<file path="config.mk">
export PLATFORM = sky130hd
export DESIGN_NAME = spiApb
export DESIGN_NICKNAME = d
export VERILOG_FILES = /design/src/hw/spiLinkPkg.sv /design/src/hw/spiRegPkg.sv /design/src/hw/spiApb.sv /design/src/hw/spiEngine.sv /design/src/hw/spiFifo.sv /design/src/hw/spiRegs.sv
export VERILOG_INCLUDE_DIRS = /design/src /design/src/hw
export SDC_FILE = /design/constraint.sdc
export NUM_CORES = 1
export LEC_CHECK = 0
export ABC_AREA = 1
export ABC_CLOCK_PERIOD_IN_PS = 3500
export BUFFER_PORTS_ARGS = -buffer_cell sky130_fd_sc_hd__buf_2
export CAP_MARGIN = 20
export CORE_ASPECT_RATIO = 1.25
export CORE_UTILIZATION = 30
export DETAILED_ROUTE_END_ITERATION = 10
export PLACE_DENSITY_LB_ADDON = 0.1
export REMOVE_ABC_BUFFERS = 1
export SYNTH_ARGS = -nofsm -noshare
export SYNTH_HDL_FRONTEND = slang
export SYNTH_SLANG_ARGS = --single-unit
export TNS_END_PERCENT = 20
</file>
<file path="constraint.sdc">
create_clock -name PCLK -period 3.5 [get_ports PCLK]
set_input_delay 0 -clock PCLK [delete_from_list [all_inputs] [get_ports PCLK]]
set_output_delay 0 -clock PCLK [all_outputs]
set_load 0.02 [all_outputs]
</file>
<file path="src/hw/spi_config.svh">
////////////////////
// SPI master configuration
// FIFO depth, frame size, divider width and APB register map
////////////////////
`ifndef SPI_CONFIG_SVH
`define SPI_CONFIG_SVH

`define SPI_FIFO_ABITS 3     // 8 entries per FIFO
`define SPI_FRAME_BITS 8     // One byte per frame
`define SPI_DIV_BITS   12    // Serial clock divider width

// Register byte offsets
`define SPI_OFS_SCKDIV 8'h00
`define SPI_OFS_CSID   8'h10
`define SPI_OFS_CSDEF  8'h14
`define SPI_OFS_TXDATA 8'h48
`define SPI_OFS_RXDATA 8'h4C
`define SPI_OFS_TXMARK 8'h50
`define SPI_OFS_RXMARK 8'h54
`define SPI_OFS_IE     8'h70
`define SPI_OFS_IP     8'h74

`endif
</file>
<file path="src/hw/spiLinkPkg.sv">
////////////////////
// SPI link package
// Types passed between the FIFOs, registers and engine
////////////////////
`include "spi_config.svh"

package spiLinkPkg;

    // One serial frame
    typedef logic [`SPI_FRAME_BITS-1:0] spiByteT;

    // FIFO status as seen by both sides
    typedef struct packed {
        logic                     full;
        logic                     empty;
        logic [`SPI_FIFO_ABITS:0] level;   // Entries held, 0 to depth
    } spiFifoStatT;

endpackage

</file>
<file path="src/hw/spiRegPkg.sv">
////////////////////
// SPI register package
// Control fields, APB data word views and interrupt bits
////////////////////
`include "spi_config.svh"

package spiRegPkg;

    // Watermark interrupts, txLow sits in bit 0
    typedef struct packed {
        logic rxHigh;  // Receive level above rxMark
        logic txLow;   // Transmit level below txMark
    } spiIrqT;

    typedef struct packed {
        logic [`SPI_DIV_BITS-1:0]   sckDiv;    // Half period is sckDiv+1 PCLK cycles
        logic [1:0]                 csId;      // Which chip select drives the frame
        logic [3:0]                 csDef;     // Idle level of each chip select
        logic [`SPI_FIFO_ABITS-1:0] txMark;
        logic [`SPI_FIFO_ABITS-1:0] rxMark;
        spiIrqT                     intEnable;
    } spiCtrlT;

    // TXDATA and RXDATA use the data view, the rest of the map the raw one
    typedef union packed {
        logic [31:0] raw;
        struct packed {
            logic [32-`SPI_FRAME_BITS-2:0] rsvd;
            logic                          flag;   // Full on TXDATA, empty on RXDATA
            logic [`SPI_FRAME_BITS-1:0]    value;
        } data;
    } spiDataWordT;

    localparam spiCtrlT ctrlReset = '{
        sckDiv: `SPI_DIV_BITS'(3), csId: 2'b00, csDef: 4'b1111, txMark: '0, rxMark: '0,
        intEnable: '{rxHigh: 1'b0, txLow: 1'b0}
    };

endpackage

</file>
<file path="src/hw/spiApb.sv">
////////////////////
// APB SPI master
// Register block, transmit and receive FIFOs, transfer engine
////////////////////
`timescale 1ns/1ns

module spiApb (
    input  logic                   PCLK,
    input  logic                   PRESETn,
    input  logic                   PSEL,
    input  logic                   PENABLE,
    input  logic                   PWRITE,
    input  logic [7:0]             PADDR,
    input  spiRegPkg::spiDataWordT PWDATA,
    output spiRegPkg::spiDataWordT PRDATA,
    output logic                   PREADY,
    output logic                   SPIOut,
    input  logic                   SPIIn,
    output logic [3:0]             SPICS,
    output logic                   SPICLK,
    output logic                   SPIIntr
);
    import spiRegPkg::*;
    import spiLinkPkg::*;

    spiCtrlT     ctrl;        // Live control registers
    spiFifoStatT txStat;
    spiFifoStatT rxStat;
    logic        txPush;
    logic        txPop;
    logic        rxPush;
    logic        rxPop;
    spiByteT     txWrByte;    // Bus to transmit FIFO
    spiByteT     txHead;      // Transmit FIFO to engine
    spiByteT     rxWrByte;    // Engine to receive FIFO
    spiByteT     rxHead;      // Receive FIFO to bus

    spiRegs i_spiRegs (
        .PCLK, .PRESETn, .PSEL, .PENABLE, .PWRITE, .PADDR, .PWDATA, .PRDATA, .PREADY,
        .ctrl, .txPush, .txByte(txWrByte), .txStat, .rxStat, .rxPop, .rxByte(rxHead),
        .SPIIntr
    );

    spiFifo txFifo (
        .PCLK, .PRESETn, .push(txPush), .pop(txPop), .wrByte(txWrByte), .rdByte(txHead),
        .stat(txStat)
    );

    spiFifo rxFifo (
        .PCLK, .PRESETn, .push(rxPush), .pop(rxPop), .wrByte(rxWrByte), .rdByte(rxHead),
        .stat(rxStat)
    );

    spiEngine i_spiEngine (
        .PCLK, .PRESETn, .ctrl, .txStat, .rxStat, .txByte(txHead), .txPop, .rxPush,
        .rxByte(rxWrByte), .SPICLK, .SPIOut, .SPIIn, .SPICS
    );

endmodule

</file>
<file path="src/hw/spiEngine.sv">
////////////////////
// SPI transfer engine
// Mode 0 frames, MSB first, one chip select per frame
// Clock divider, frame FSM and shift registers
////////////////////
`timescale 1ns/1ns
`include "spi_config.svh"

module spiEngine (
    input  logic                    PCLK,
    input  logic                    PRESETn,
    input  spiRegPkg::spiCtrlT      ctrl,
    input  spiLinkPkg::spiFifoStatT txStat,
    input  spiLinkPkg::spiFifoStatT rxStat,
    input  spiLinkPkg::spiByteT     txByte,
    output logic                    txPop,
    output logic                    rxPush,
    output spiLinkPkg::spiByteT     rxByte,
    output logic                    SPICLK,
    output logic                    SPIOut,
    input  logic                    SPIIn,
    output logic [3:0]              SPICS
);
    import spiRegPkg::*;
    import spiLinkPkg::*;

    localparam int FrameBits = `SPI_FRAME_BITS;
    localparam int BitW      = $clog2(FrameBits);

    typedef enum logic [1:0] {Idle, Active, Release} engStateT;

    engStateT                 state;
    spiCtrlT                  snap;       // Control copy used by the frame
    logic [`SPI_DIV_BITS-1:0] divCnt;
    logic                     tick;       // Half-period boundary
    logic                     start;
    logic                     riseTick;
    logic                     fallTick;
    logic                     lastBit;
    logic [BitW-1:0]          bitCnt;     // Falling edges done in this frame
    spiByteT                  txShift;
    spiByteT                  rxShift;

    // Hold back while the receive FIFO is full, nothing is ever dropped
    assign start    = (state == Idle) & ~txStat.empty & ~rxStat.full;
    assign tick     = (divCnt == snap.sckDiv);
    assign riseTick = (state == Active) & tick & ~SPICLK;
    assign fallTick = (state == Active) & tick & SPICLK;
    assign lastBit  = (bitCnt == BitW'(FrameBits - 1));

    // Register writes only reach a frame between frames
    always_ff @(posedge PCLK) begin
        if (!PRESETn) begin
            snap <= ctrlReset;
        end else if (state == Idle && !start) begin
            snap <= ctrl;
        end
    end

    ////////////////////
    // Divider

    always_ff @(posedge PCLK) begin
        if (!PRESETn) begin
            divCnt <= '0;
        end else if (state == Idle || tick) begin
            divCnt <= '0;                      // Restart each half period
        end else begin
            divCnt <= divCnt + 1'b1;
        end
    end

    ////////////////////
    // Frame FSM

    always_ff @(posedge PCLK) begin
        if (!PRESETn) begin
            state  <= Idle;
            SPICLK <= 1'b0;                    // Mode 0 idles low
            bitCnt <= '0;
        end else begin
            case (state)
                Idle: begin
                    bitCnt <= '0;
                    if (start) state <= Active;
                end
                Active: begin
                    if (tick) SPICLK <= ~SPICLK;
                    if (fallTick) begin
                        bitCnt <= bitCnt + 1'b1;
                        if (lastBit) state <= Release;   // CS off for one half period
                    end
                end
                Release: begin
                    if (tick) state <= Idle;
                end
                default: state <= Idle;
            endcase
        end
    end

    // Load on start, next bit out on each falling edge
    always_ff @(posedge PCLK) begin
        if (start) begin
            txShift <= txByte;
        end else if (fallTick && !lastBit) begin
            txShift <= {txShift[FrameBits-2:0], 1'b0};
        end
    end

    // Sample on rising edge
    always_ff @(posedge PCLK) begin
        if (riseTick) rxShift <= {rxShift[FrameBits-2:0], SPIIn};
    end

    assign txPop  = start;
    assign rxPush = fallTick & lastBit;        // Byte is complete after the last rise
    assign rxByte = rxShift;
    assign SPIOut = (state == Active) & txShift[FrameBits-1];

    // Selected chip select flips from its idle level during the frame
    assign SPICS = snap.csDef ^ ({4{state == Active}} & (4'b0001 << snap.csId));

endmodule

</file>
<file path="src/hw/spiFifo.sv">
////////////////////
// SPI byte FIFO
// Circular buffer with occupancy level, full and empty flags
////////////////////
`timescale 1ns/1ns
`include "spi_config.svh"

module spiFifo #(
    parameter int ABITS = `SPI_FIFO_ABITS
) (
    input  logic                    PCLK,
    input  logic                    PRESETn,
    input  logic                    push,
    input  logic                    pop,
    input  spiLinkPkg::spiByteT     wrByte,
    output spiLinkPkg::spiByteT     rdByte,
    output spiLinkPkg::spiFifoStatT stat
);
    import spiLinkPkg::*;

    localparam int Depth  = 1 << ABITS;
    localparam int LevelW = `SPI_FIFO_ABITS + 1;

    spiByteT          mem [Depth];
    logic [ABITS-1:0] wrPtr;
    logic [ABITS-1:0] rdPtr;    // Head entry
    logic [ABITS:0]   count;
    logic             full;
    logic             empty;
    logic             pushOk;
    logic             popOk;

    assign full   = (count == (ABITS + 1)'(Depth));
    assign empty  = (count == '0);
    assign pushOk = push & ~full;     // Push on full is ignored
    assign popOk  = pop & ~empty;     // So is pop on empty

    always_ff @(posedge PCLK) begin
        if (!PRESETn) begin
            wrPtr <= '0;
            rdPtr <= '0;
            count <= '0;
        end else begin
            if (pushOk) wrPtr <= wrPtr + 1'b1;   // Pointers wrap at depth
            if (popOk) rdPtr <= rdPtr + 1'b1;
            case ({pushOk, popOk})
                2'b10:   count <= count + 1'b1;
                2'b01:   count <= count - 1'b1;
                default: ;                       // Both or neither, level holds
            endcase
        end
    end

    always_ff @(posedge PCLK) begin
        if (pushOk) mem[wrPtr] <= wrByte;
    end

    assign rdByte     = mem[rdPtr];    // Head is visible without a pop
    assign stat.full  = full;
    assign stat.empty = empty;
    assign stat.level = LevelW'(count);

endmodule

</file>
<file path="src/hw/spiRegs.sv">
////////////////////
// SPI register block
// APB decode, control registers, readback, FIFO strobes
// and watermark interrupt pending bits
////////////////////
`timescale 1ns/1ns
`include "spi_config.svh"

module spiRegs (
    input  logic                    PCLK,
    input  logic                    PRESETn,
    input  logic                    PSEL,
    input  logic                    PENABLE,
    input  logic                    PWRITE,
    input  logic [7:0]              PADDR,
    input  spiRegPkg::spiDataWordT  PWDATA,
    output spiRegPkg::spiDataWordT  PRDATA,
    output logic                    PREADY,
    output spiRegPkg::spiCtrlT      ctrl,
    output logic                    txPush,
    output spiLinkPkg::spiByteT     txByte,
    input  spiLinkPkg::spiFifoStatT txStat,
    input  spiLinkPkg::spiFifoStatT rxStat,
    output logic                    rxPop,
    input  spiLinkPkg::spiByteT     rxByte,
    output logic                    SPIIntr
);
    import spiRegPkg::*;

    logic       access;    // APB access phase
    logic       wrEn;
    logic       rdEn;
    logic [7:0] entry;     // Word-aligned offset
    spiIrqT     irqNext;
    spiIrqT     irqPend;

    assign access = PSEL & PENABLE;
    assign wrEn   = access & PWRITE;
    assign rdEn   = access & ~PWRITE;
    assign entry  = {PADDR[7:2], 2'b00};
    assign PREADY = 1'b1;                  // No wait states

    ////////////////////
    // FIFO strobes

    assign txPush = wrEn & (entry == `SPI_OFS_TXDATA) & ~txStat.full;   // Dropped when full
    assign txByte = PWDATA.data.value;
    assign rxPop  = rdEn & (entry == `SPI_OFS_RXDATA) & ~rxStat.empty;

    ////////////////////
    // Control registers

    always_ff @(posedge PCLK) begin
        if (!PRESETn) begin
            ctrl <= ctrlReset;
        end else if (wrEn) begin
            case (entry)
                `SPI_OFS_SCKDIV: ctrl.sckDiv    <= PWDATA.raw[`SPI_DIV_BITS-1:0];
                `SPI_OFS_CSID:   ctrl.csId      <= PWDATA.raw[1:0];
                `SPI_OFS_CSDEF:  ctrl.csDef     <= PWDATA.raw[3:0];
                `SPI_OFS_TXMARK: ctrl.txMark    <= PWDATA.raw[`SPI_FIFO_ABITS-1:0];
                `SPI_OFS_RXMARK: ctrl.rxMark    <= PWDATA.raw[`SPI_FIFO_ABITS-1:0];
                `SPI_OFS_IE:     ctrl.intEnable <= PWDATA.raw[1:0];
                default: ;                     // IP and data registers are not fields
            endcase
        end
    end

    // Readback mux
    always_comb begin
        PRDATA = '0;
        if (rdEn) begin
            case (entry)
                `SPI_OFS_SCKDIV: PRDATA.raw = 32'(ctrl.sckDiv);
                `SPI_OFS_CSID:   PRDATA.raw = 32'(ctrl.csId);
                `SPI_OFS_CSDEF:  PRDATA.raw = 32'(ctrl.csDef);
                `SPI_OFS_TXMARK: PRDATA.raw = 32'(ctrl.txMark);
                `SPI_OFS_RXMARK: PRDATA.raw = 32'(ctrl.rxMark);
                `SPI_OFS_IE:     PRDATA.raw = {30'b0, ctrl.intEnable};
                `SPI_OFS_IP:     PRDATA.raw = {30'b0, irqPend};
                `SPI_OFS_TXDATA: PRDATA.data.flag = txStat.full;
                `SPI_OFS_RXDATA: begin
                    PRDATA.data.flag  = rxStat.empty;
                    PRDATA.data.value = rxStat.empty ? '0 : rxByte;   // Head of receive FIFO
                end
                default: ;
            endcase
        end
    end

    ////////////////////
    // Interrupts

    // Level compares against the watermarks
    assign irqNext.txLow  = (txStat.level < {1'b0, ctrl.txMark});
    assign irqNext.rxHigh = (rxStat.level > {1'b0, ctrl.rxMark});

    always_ff @(posedge PCLK) begin
        if (!PRESETn) begin
            irqPend <= '0;
            SPIIntr <= 1'b0;
        end else begin
            irqPend <= irqNext;
            SPIIntr <= |(irqNext & ctrl.intEnable);   // Same cycle as the pending bits
        end
    end

endmodule

</file>
# --- After elaboration in Yosys (flattened, before gate mapping) ---
# Memory sizes are Yosys's and may differ from the RTL's. A register that Yosys moved wholly into a read port is not among the register bits.
# Index checks and enable logic that the tools add are counted.
totals:
  register_bits: 101
  mem_bits_rw: 128
  input_bits: 46
  output_inout_bits: 40
  wordCells: 138
  mem_count: 2
mem_list:
  columns: ["memory", "words", "width", "rd", "rd_clocked_by_memory_dff", "write_ports", "line", "rtl"]
  rows:
  - ["rxFifo.mem", 8, 8, 1, 1, 1, "spiFifo.sv:24", "spiByteT mem [Depth];"]
  - ["txFifo.mem", 8, 8, 1, 1, 1, "spiFifo.sv:24", null]
op_classes:
  addsub: 10
  magnitude_cmp: 2
  n_eq_ne: 22
  shift: 1
  muxes: 24
  bitwise: 28
  reduce_logical: 24
op_table:
  columns: ["op", "count"]
  rows:
  - ["$pmux 8 s8", 1]
  - ["$eq 6x5->1 const B", 6]
  - ["$mux 32", 1]
  - ["$mux 8", 3]
  - ["$and 1x1->1", 18]
  - ["$mux 3", 6]
  - ["$pmux 4 s2", 2]
  - ["$reduce_and 2->1", 8]
  - ["$add 3x1->3 const B", 5]
  - ["$add 12x1->12 const B", 1]
  - ["$eq 12x12->1", 1]
  - ["$eq 6x3->1 const B", 2]
  - ["$add 4x1->4 const B", 2]
  - ["$eq 4x4->1 const B", 2]
  - ["$logic_not 4->1", 2]
  - ["$logic_not 8->1", 1]
  - ["$mux 2", 4]
  - ["$ne 2x1->1 const B", 4]
  - ["$reduce_bool 2->1", 4]
  - ["$sub 4x1->4 const B", 2]
  - ["$not 1->1", 7]
  - ["$eq 2x1->1 const B", 3]
  - ["$eq 2x2->1 const B", 3]
  - ["$pmux 2 s3", 1]
  - ["16 further kinds", 22]

# --- Logic depth before layout (Yosys ltp) ---
# Gate-level depths: netlist of run 1.
logic_depth:
  depth_word: 7
  ltp_mapped: 19
  ltp_nobuf: 19

# --- Cells and area by module ---
# A second synthesis of run 1 with hierarchy kept.
unflattened:
  hier_cells: 1137
  hier_area_um2: 10680.2
by_module_without_submodules:
  columns: ["mod", "n_inst", "cells_per_inst", "area_per_inst_um2", "seq_area_each_um2"]
  rows:
  - ["spiFifo", 2, 278, 3205.6, 2182.1]
  - ["spiEngine", 1, 277, 2301.0, 1201.2]
  - ["spiRegs", 1, 304, 1968.1, 580.6]

# --- Least setup slack after synthesis of run 1 ---
# No wires, ideal clock.
synth_timing:
  path_type: "register -> register"
  from: "register i_spiEngine.divCnt[9]"
  to: "register rxFifo.count[3]"
  setup_ps: 122
  arrival_time_ps: 2180
  required_time_ps: 3378
  setup_slack_ps: 1198
  path_stages_with_launch: 19
  n_path_buf: 0
  period_less_slack_ps: 2302
  cell_sequence: "dfxtp_1 -> inv_2 -> nand2_1 -> nand2_1 -> nor2_1 -> nand2_1 -> nor2_4 -> nand3_1 -> nor2_2 -> nand3_2 -> ha_1 -> nand2_1 -> inv_1 -> o21ai_0 -> nand2_1 -> a21oi_1 -> o21ai_0 -> o21ai_0 -> a21oi_1"
synth_between:
  elab_chain_cells: 7
  word_cells_on_any_way: 9
  cone_classes: "eq/ne (3); mux (1); bitwise (4); reduce/logical (1)"
synth_lines:
  columns: ["item", "line", "rtl"]
  rows:
  - ["from (decl)", "spiEngine.sv:34", "logic [`SPI_DIV_BITS-1:0] divCnt;"]
  - ["from (signal assigned)", "spiEngine.sv:69", "divCnt <= divCnt + 1'b1;"]
  - ["$eq 12x12->1 (*)", "spiEngine.sv:46", "assign tick = (divCnt == snap.sckDiv);"]
  - ["$and 1x1->1 (*) (2 in a row)", "spiEngine.sv:48", "assign fallTick = (state == Active) & tick & SPICLK;"]
  - ["$and 1x1->1 (*)", "spiEngine.sv:117", "assign rxPush = fallTick & lastBit;"]
  - ["$and 1x1->1 (*)", "spiFifo.sv:35", "assign pushOk = push & ~full;"]
  - ["$eq 2x1->1 or $eq 2x2->1 (tied branches)", "spiFifo.sv:46", "case ({pushOk, popOk})"]
  - ["$pmux 4 s2 or $reduce_bool 2->1 (tied branches)", null, null]
  - ["to (signal assigned)", "spiFifo.sv:47", "2'b10: count <= count + 1'b1;"]
  - ["to (signal assigned)", "spiFifo.sv:48", "2'b01: count <= count - 1'b1;"]
  - ["to (decl)", "spiFifo.sv:27", "logic [ABITS:0] count;"]
# Mark *: on every way between the ends. The rest lies on a longest branch, timed or not.
# A chain may end at the register's enable or synchronous reset.

# --- Final worst setup path of run 1 ---
# Ends and elaborated chain as after synthesis.

==> impl_metrics.ini, run 1 <==
[timing]
skew_ps = 26.2
period_share = 0.790
fin_crit_ps = 2770
tightest_slew_ps = 843
fmax_mhz = 362
setup_viol = 0
fin_ws_ps = 734
rsz0062_at_grt = false
hold_viol = 0
finalMaxSlewViolations = 0
max_slew_margin = 0.436
setup_tns_ps = 0

[route]
first_pass_iters = 7
drc_errors = 3
final_antenna_net_count = 0
drt-vias-per-instance = 4.67
vias = 7202
postRouteWirelength_mm = 25.8
avgRoutedWirePerCell_microns = 16.7
drtIter0Drc = 443

[synth]
synth_compound_area_frac = 0.122
synth_cells = 1018
synth_edf_count = 144
synth_xor_area_frac = 0.0113
synth_top_family_by_area = simple AND/OR/NAND/NOR gates
syn_area_per_cell_sq_um = 9.87
yosys-top-cells-area = edfxtp_1 43%, dfxtp_1 18%, nor2_1 6.5%
synthFlopType = edfxtp_1
ys_async_sr_fraction = 0
yosysTopAreaCell = edfxtp_1
synth_mux_area_frac = 0
ys_ff_latch = 235
synthSimpleGateAreaFrac = 0.166
synthAdderAreaFrac = 0.0244
ys_seq_area_frac = 0.611
netlist_area_sq_mm = 0.0101
synth_top_area_share = 0.430
synth_warnings = 0
ys_types = 40

[cts]
clkLatencyLatePin_ps = 550
cts_tree = done
cts_buffer_depth = 3
cts_buffers = 27
htree_levels = 1
clockRootBuffer = clkbuf_16
cts_sinks = 235
cts.clk_slew.worst_paths_ps = 60

[final_layout]
antenna_cells = 0
drive_above_1_share = 0.117
final_common_cell = nor2_1
area_growth_pct = 18.1
mostFrequentLayoutCells = 174 x nor2_1, 144 x edfxtp_1, 125 x nand2_1
final_area_sq_mm = 0.0119
fillers = 3328
nets = 1170

[power_and_ir_drop]
clkPwrFrac = 0.371
peakVddDrop_mv = 0.378
combPwrFrac = 0.195
seqPwrFrac = 0.433
switching_share = 0.296
p_leak_nw = 4.41
net-switching-power_mw = 2.21
power_per_cell_area_mw_per_mm2 = 628
p_int_mw = 5.24

[critical_path]
endpoint_kind = flip-flop
r2r_end = rxFifo.count[3]
r2r_cells = 18
crit_start = i_spiEngine.divCnt[9]
cp.required_ps = 3930
path_cells = inv_2 -> nand2_1 -> nand2_1 -> nor2_1 -> nand2_1 -> nor2_4 -> nand3_1 -> nor2_2 -> nand3_2 -> ha_1 -> nand2_1 -> inv_1 -> o21ai_0 -> nand2_1 -> a21oi_1 -> o21ai_0 -> o21ai_0 -> a21oi_1
max_stage_delay_ps = 420
worstReg2RegStart = i_spiEngine.divCnt[9]
start_kind = flip-flop
rrSetupSlack_ps = 730
critPathTopFamily = simple AND/OR/NAND/NOR gates
cpMostUsedCell = nand2_1
cp.arrival_ps = 3190
cp_slowest_cell = dfxtp_1
crit_path_max_fanout = 5
crit_type = reg -> reg
path_buf_inv = 2

[hold_path]
min_from = PADDR[5]
hold_end = i_spiRegs.ctrl[1]
hold_path.class = in -> reg
min_path_cells = 6

[floorplan]
die_w_microns = 166
die_area_sq_mm = 0.0342
io_pins = 86
rows = 74
initial_core_util = 0.306
die_h_microns = 207
core_sq_mm = 0.0329

[grt]
grt_max_degree = 54
gr-usage-all-layers = 0.154
grt_pass1_vias = 7159
antenna_found_initial = 0
grt_pass1_wl_mm = 40.4
grt-ovfl-total = 0

[job]
maxCapViolCount = 0

[run_status]
status = finished with violations
violations = DRC

[place]
post_dp_cell_area_sq_mm = 0.0108
dp_hpwl_mm = 17.4
pre_cts_ws_ps = 705
gp_congestion = 0.798
place.port_buffers = 42
flip-flops by register name, summed over array words and instances, names as in the netlist, 4 cells and up, named ones only:
| name | flops |
|---|---|
| txFifo.mem | 64 |
| rxFifo.count | 4 |
| txFifo.count | 4 |
| i_spiEngine.snap | 18 |
| i_spiEngine.divCnt | 12 |
| i_spiEngine.txShift | 8 |
| i_spiEngine.rxByte | 8 |
| i_spiRegs.ctrl | 26 |
| rxFifo.mem | 64 |
power by group through the flow:
stage	clock network, mW	logic (mW)	registers, mW
5_1_grt	2.96	1.68	3.25
3_5_place_dp	0	1.47	3.29
2_1_floorplan	0	0.921	3.30
3_3_place_gp	0	1.47	3.29
4_1_cts	2.87	1.49	3.23
6_report	2.77	1.46	3.23
worst max path at each step:
stage | to | cells past startpoint
after floorplan | txFifo.count[3] | 12
after global placement | rxFifo.count[3] | 18
after detailed placement | rxFifo.count[3] | 18
after CTS | rxFifo.count[3] | 18
after global routing | rxFifo.count[3] | 18
final | rxFifo.count[3] | 18
cells in the mapped netlist (all sizes together), types with 3 or more instances:
cell and instances:
a21oi 55, nand2 125, o32ai 16, buf 28, edfxtp 144, o211ai 3
ha 18, dfxtp 91, xor2 5, a31oi 3, nand3 48, inv 93
nor2 182, nand4 12, nor3 13, o221ai 16, clkbuf 26, nor3b 3
xnor2 8, o21ai 114, nor4 3
tightest hold or removal path: cells and delay by family:
| kind | cells | cell delay, ps |
|---|---|---|
| buf+inv | 2 | 170 |
| simple gates | 2 | 170 |
| compound gates | 2 | 190 |
cell type report:
| class | count | area [sq um] | share of cell area |
|---|---|---|---|
| clock buffer | 38 | 747 | 0.0629 |
| clock inverter | 11 | 124 | 0.0104 |
| inverter | 94 | 353 | 0.0297 |
| multi-input combinational | 654 | 3340 | 0.281 |
| sequential | 235 | 6150 | 0.518 |
| tap | 418 | 523 | 0.0440 |
| timing repair buffer | 93 | 646 | 0.0544 |
what timing repair did:
action                                 CTS  global route
setup buffers                            0             0
hold buffers                            21             0
resized for setup                        0             0
endpoints found under the hold margin   98             0
cell families after synthesis:
family,after synthesis
buf+inv,148
other cells,2
xor+xnor,13
flops,235
compound gates,215
simple gates,386
fa+ha+maj,19
metrics by stage:
stage	utilization	total power, mW	hold WS [ps]	instances
final	0.361	7.45	38.8	1543
after global routing	0.361	7.89	146	1543
after CTS	0.361	7.59	20.0	1543
after detailed placement	0.328	4.77	179	1473
after global placement	0.328	4.76	182	1473
after floorplan	-	4.22	84.1	983
routing by layer:
| metal | track usage | wire length [microns] | vias up |
|---|---|---|---|
| li1 | - | - | 3655 |
| met1 | 0.174 | 10900 | 3384 |
| met2 | 0.288 | 13000 | 110 |
| met3 | 0.0215 | 768 | 53 |
| met4 | 0.0741 | 1090 | 0 |
| met5 | 0 | 0 | - |
Note: power is estimated with default switching activity, not from simulation.
==> run 2: changes to the inputs <==
--- a/config.mk
+++ b/config.mk
@@ -6,8 +6,8 @@
 export SDC_FILE = /design/constraint.sdc
 export NUM_CORES = 1
 export LEC_CHECK = 0
-export ABC_AREA = 1
-export ABC_CLOCK_PERIOD_IN_PS = 3500
+export ABC_AREA = 0
+export ABC_CLOCK_PERIOD_IN_PS = 2700
 export BUFFER_PORTS_ARGS = -buffer_cell sky130_fd_sc_hd__buf_2
 export CAP_MARGIN = 20
 export CORE_ASPECT_RATIO = 1.25
==> constraint.sdc (replaced) <==
create_clock -name PCLK -period 2.7 [get_ports PCLK]
set_input_delay 0 -clock PCLK [delete_from_list [all_inputs] [get_ports PCLK]]
set_output_delay 0 -clock PCLK [all_outputs]
set_load 0.02 [all_outputs]
==> run 2 against run 1 <==
Compared with the run above:
- the run still ends with DRC left
- clock skew decreased by 8.3 ps
- sequential share of layout area decreased by 1.5 points
- sequential power increased by 22%
- sequential cell count unchanged
- die area increased by 1.1%
- global-route usage decreased by 1.1 points
- synthesized cell count decreased by 21%
- clock power increased by 27%
- area after synthesis increased by 1.1%
- combinational power decreased by 30%
- core utilization increased by 0.36 points
- worst setup slack got worse by 570 ps
- largest cell class unchanged
==> impl_metrics.ini, run 2 <==
[synth]
syn_area_per_cell_sq_um = 12.6
synth_cells = 807
synth_warnings = 0
ys_seq_area_frac = 0.605
synth_most_common_cell = edfxtp_1
synth_top_area_share = 0.426
ys_ff_latch = 235
yosys-top-cells-area = edfxtp_1 43%, dfxtp_1 18%, mux4_2 7.1%
synth_edf_count = 144
synthFlopType = edfxtp_1
ys_async_sr_fraction = 0
netlist_area_sq_mm = 0.0102
ys_types = 55
yosysTopAreaCell = edfxtp_1
ys_top_cells_by_count = 144 x edfxtp_1, 116 x nand2_1, 91 x dfxtp_1

[place]
post_dp_cell_area_sq_mm = 0.0112
dp_hpwl_mm = 17.5
place.port_buffers = 42
pre_cts_ws_ps = 53.3
gp_congestion = 0.753

[grt]
grt-ovfl-total = 0
gr-usage-all-layers = 0.143
grt_pass1_wl_mm = 37.6
grt_pass1_vias = 6519
grt_max_degree = 52
antenna_found_initial = 0

[route]
drt-met1-wl_mm = 9.91
drt-vias-per-instance = 4.60
dr_wl_met2_mm = 12.9
avgRoutedWirePerCell_microns = 17.8
final_antenna_net_count = 0
drc_errors = 2
postRouteWirelength_mm = 24.3
first_pass_iters = 7
vias = 6303
drtIter0Drc = 201
top_layer = met4
route.met3.wl_microns = 839

[final_layout]
mostFrequentLayoutCells = 144 x edfxtp_1, 116 x nand2_1, 90 x dfxtp_1
top_regs = rxFifo.mem: 64 flops, txFifo.mem: 64 flops, i_spiRegs.ctrl: 26 flops
area_growth_pct = 20.3
fillers = 3248
final_area_sq_mm = 0.0122
antenna_cells = 0
multiInputGateArea_sq_mm = 0.00373
drive_above_1_share = 0.209
regArea_sq_mm = 0.00615
final_common_cell = edfxtp_1
nets = 992

[hold_path]
hold_end = i_spiRegs.ctrl[12]
min_from = PENABLE
hold_path.class = in -> reg
min_path_cells = 5

[timing]
skew_ps = 17.9
setup_tns_ps = 0
hold_viol = 0
fmax_mhz = 394
fin_crit_ps = 2530
fin_ws_ps = 165
rsz0062_at_grt = false
setup_viol = 0
period_share = 0.939
max_slew_margin = 0.583
tightest_slew_ps = 621
finalMaxSlewViolations = 0

[cts]
clockRootBuffer = clkbuf_16
cts_buffers = 26
postCtsSetupRepairBufs = 0
htree_levels = 1
clkLatencyLatePin_ps = 530
cts_sinks = 235
cts_buffer_depth = 3
cts.clk_slew.worst_paths_ps = 60
cts_tree = done

[critical_path]
start_kind = flip-flop
max_stage_delay_ps = 540
rrSetupSlack_ps = 170
cp.arrival_ps = 2990
cp_slowest_cell = or4_4
crit_path_max_fanout = 2
cp.required_ps = 3160
r2r_end = rxFifo.count[2]
r2r_cells = 10
crit_type = reg -> reg
worstReg2RegStart = i_spiEngine.snap[24]
endpoint_kind = flip-flop
path_cells = xnor2_1 -> nand4_1 -> or4_4 -> ha_1 -> xor2_1 -> ha_1 -> a21oi_2 -> xor2_1 -> or3_1 -> a21boi_1

[job]
maxCapViolCount = 0

[floorplan]
core_sq_mm = 0.0335
die_w_microns = 167
io_pins = 86
rows = 75
die_area_sq_mm = 0.0346
die_h_microns = 208
initial_core_util = 0.303

[run_status]
violations = DRC
status = finished with violations

[power_and_ir_drop]
peakVddDrop_mv = 0.461
p_leak_nw = 4.30
power_per_cell_area_mw_per_mm2 = 693
[run 2: cell type report]
type / count / share of cell area
Multi-Input combinational cell: 519 / 0.305
Timing Repair Buffer: 127 / 0.0737
Clock inverter: 15 / 0.0122
Clock buffer: 33 / 0.0571
Sequential cell: 235 / 0.503
Inverter: 18 / 0.00553
Tap cell: 423 / 0.0433
[run 2: report_power, final]
group / internal [mW] / switching (mW) / leakage [nW] / total (mW)
Combinational: 0.383 / 0.638 / 1.86 / 1.02
Sequential: 3.89 / 0.0440 / 2.03 / 3.94
Clock: 2.11 / 1.40 / 0.413 / 3.51
Total: 6.39 / 2.08 / 4.30 / 8.47
[run 2: cells by family after synthesis]
kind of cell	share of synthesized area
compound gates	0.0517
buf+inv	0.0369
mux	0.103
simple gates	0.144
xor+xnor	0.0351
flops	0.605
other cells	0.000739
fa+ha+maj	0.0241
[run 2: repair_timing]
action | 4_1_cts | 5_1_grt
hold buffers | 16 | 0
endpoints found under the hold margin | 95 | 0
endpoints found under the setup margin | 0 | 6
gates resized for setup | 0 | 7
[run 2: how the worst max path moves through the flow]
stage / from / endpoint / slack (ps) / depth (start not counted)
finish: i_spiEngine.snap[24] / rxFifo.count[2] / 170 / 10
global route: i_spiEngine.bitCnt[0] / rxFifo.count[2] / 0.2 / 11
CTS: flip-flop / PRDATA[1] / 40 / 6
detailed placement: i_spiEngine.snap[24] / rxFifo.count[2] / 50 / 10
global placement: i_spiEngine.snap[24] / rxFifo.count[2] / 110 / 10
floorplan: rxFifo.count[1] / txFifo.count[3] / 20 / 10
[run 2: metal layers]
layer,vias to the layer above,track usage
met2,90,0.270
met4,0,0.0476
met5,-,0
met3,34,0.0217
li1,3121,-
met1,3058,0.162
[run 2: stage by stage]
stage / util / instances / power (mW) / hold WS (ps)
2_1_floorplan: - / 772 / 4.60 / 71.8
3_3_place_gp: 0.334 / 1306 / 5.05 / 191
3_5_place_dp: 0.334 / 1306 / 5.04 / 189
4_1_cts: 0.364 / 1370 / 8.62 / 64.9
5_1_grt: 0.365 / 1370 / 8.83 / 120
6_report: 0.365 / 1370 / 8.47 / 87.0
[run 2: critical path: cells and delay by family, from the launching register on]
family | cells | cell delay [ps]
flops | 1 | 320
compound gates | 2 | 250
simple gates | 3 | 980
xor+xnor | 3 | 510
fa+ha+maj | 2 | 420
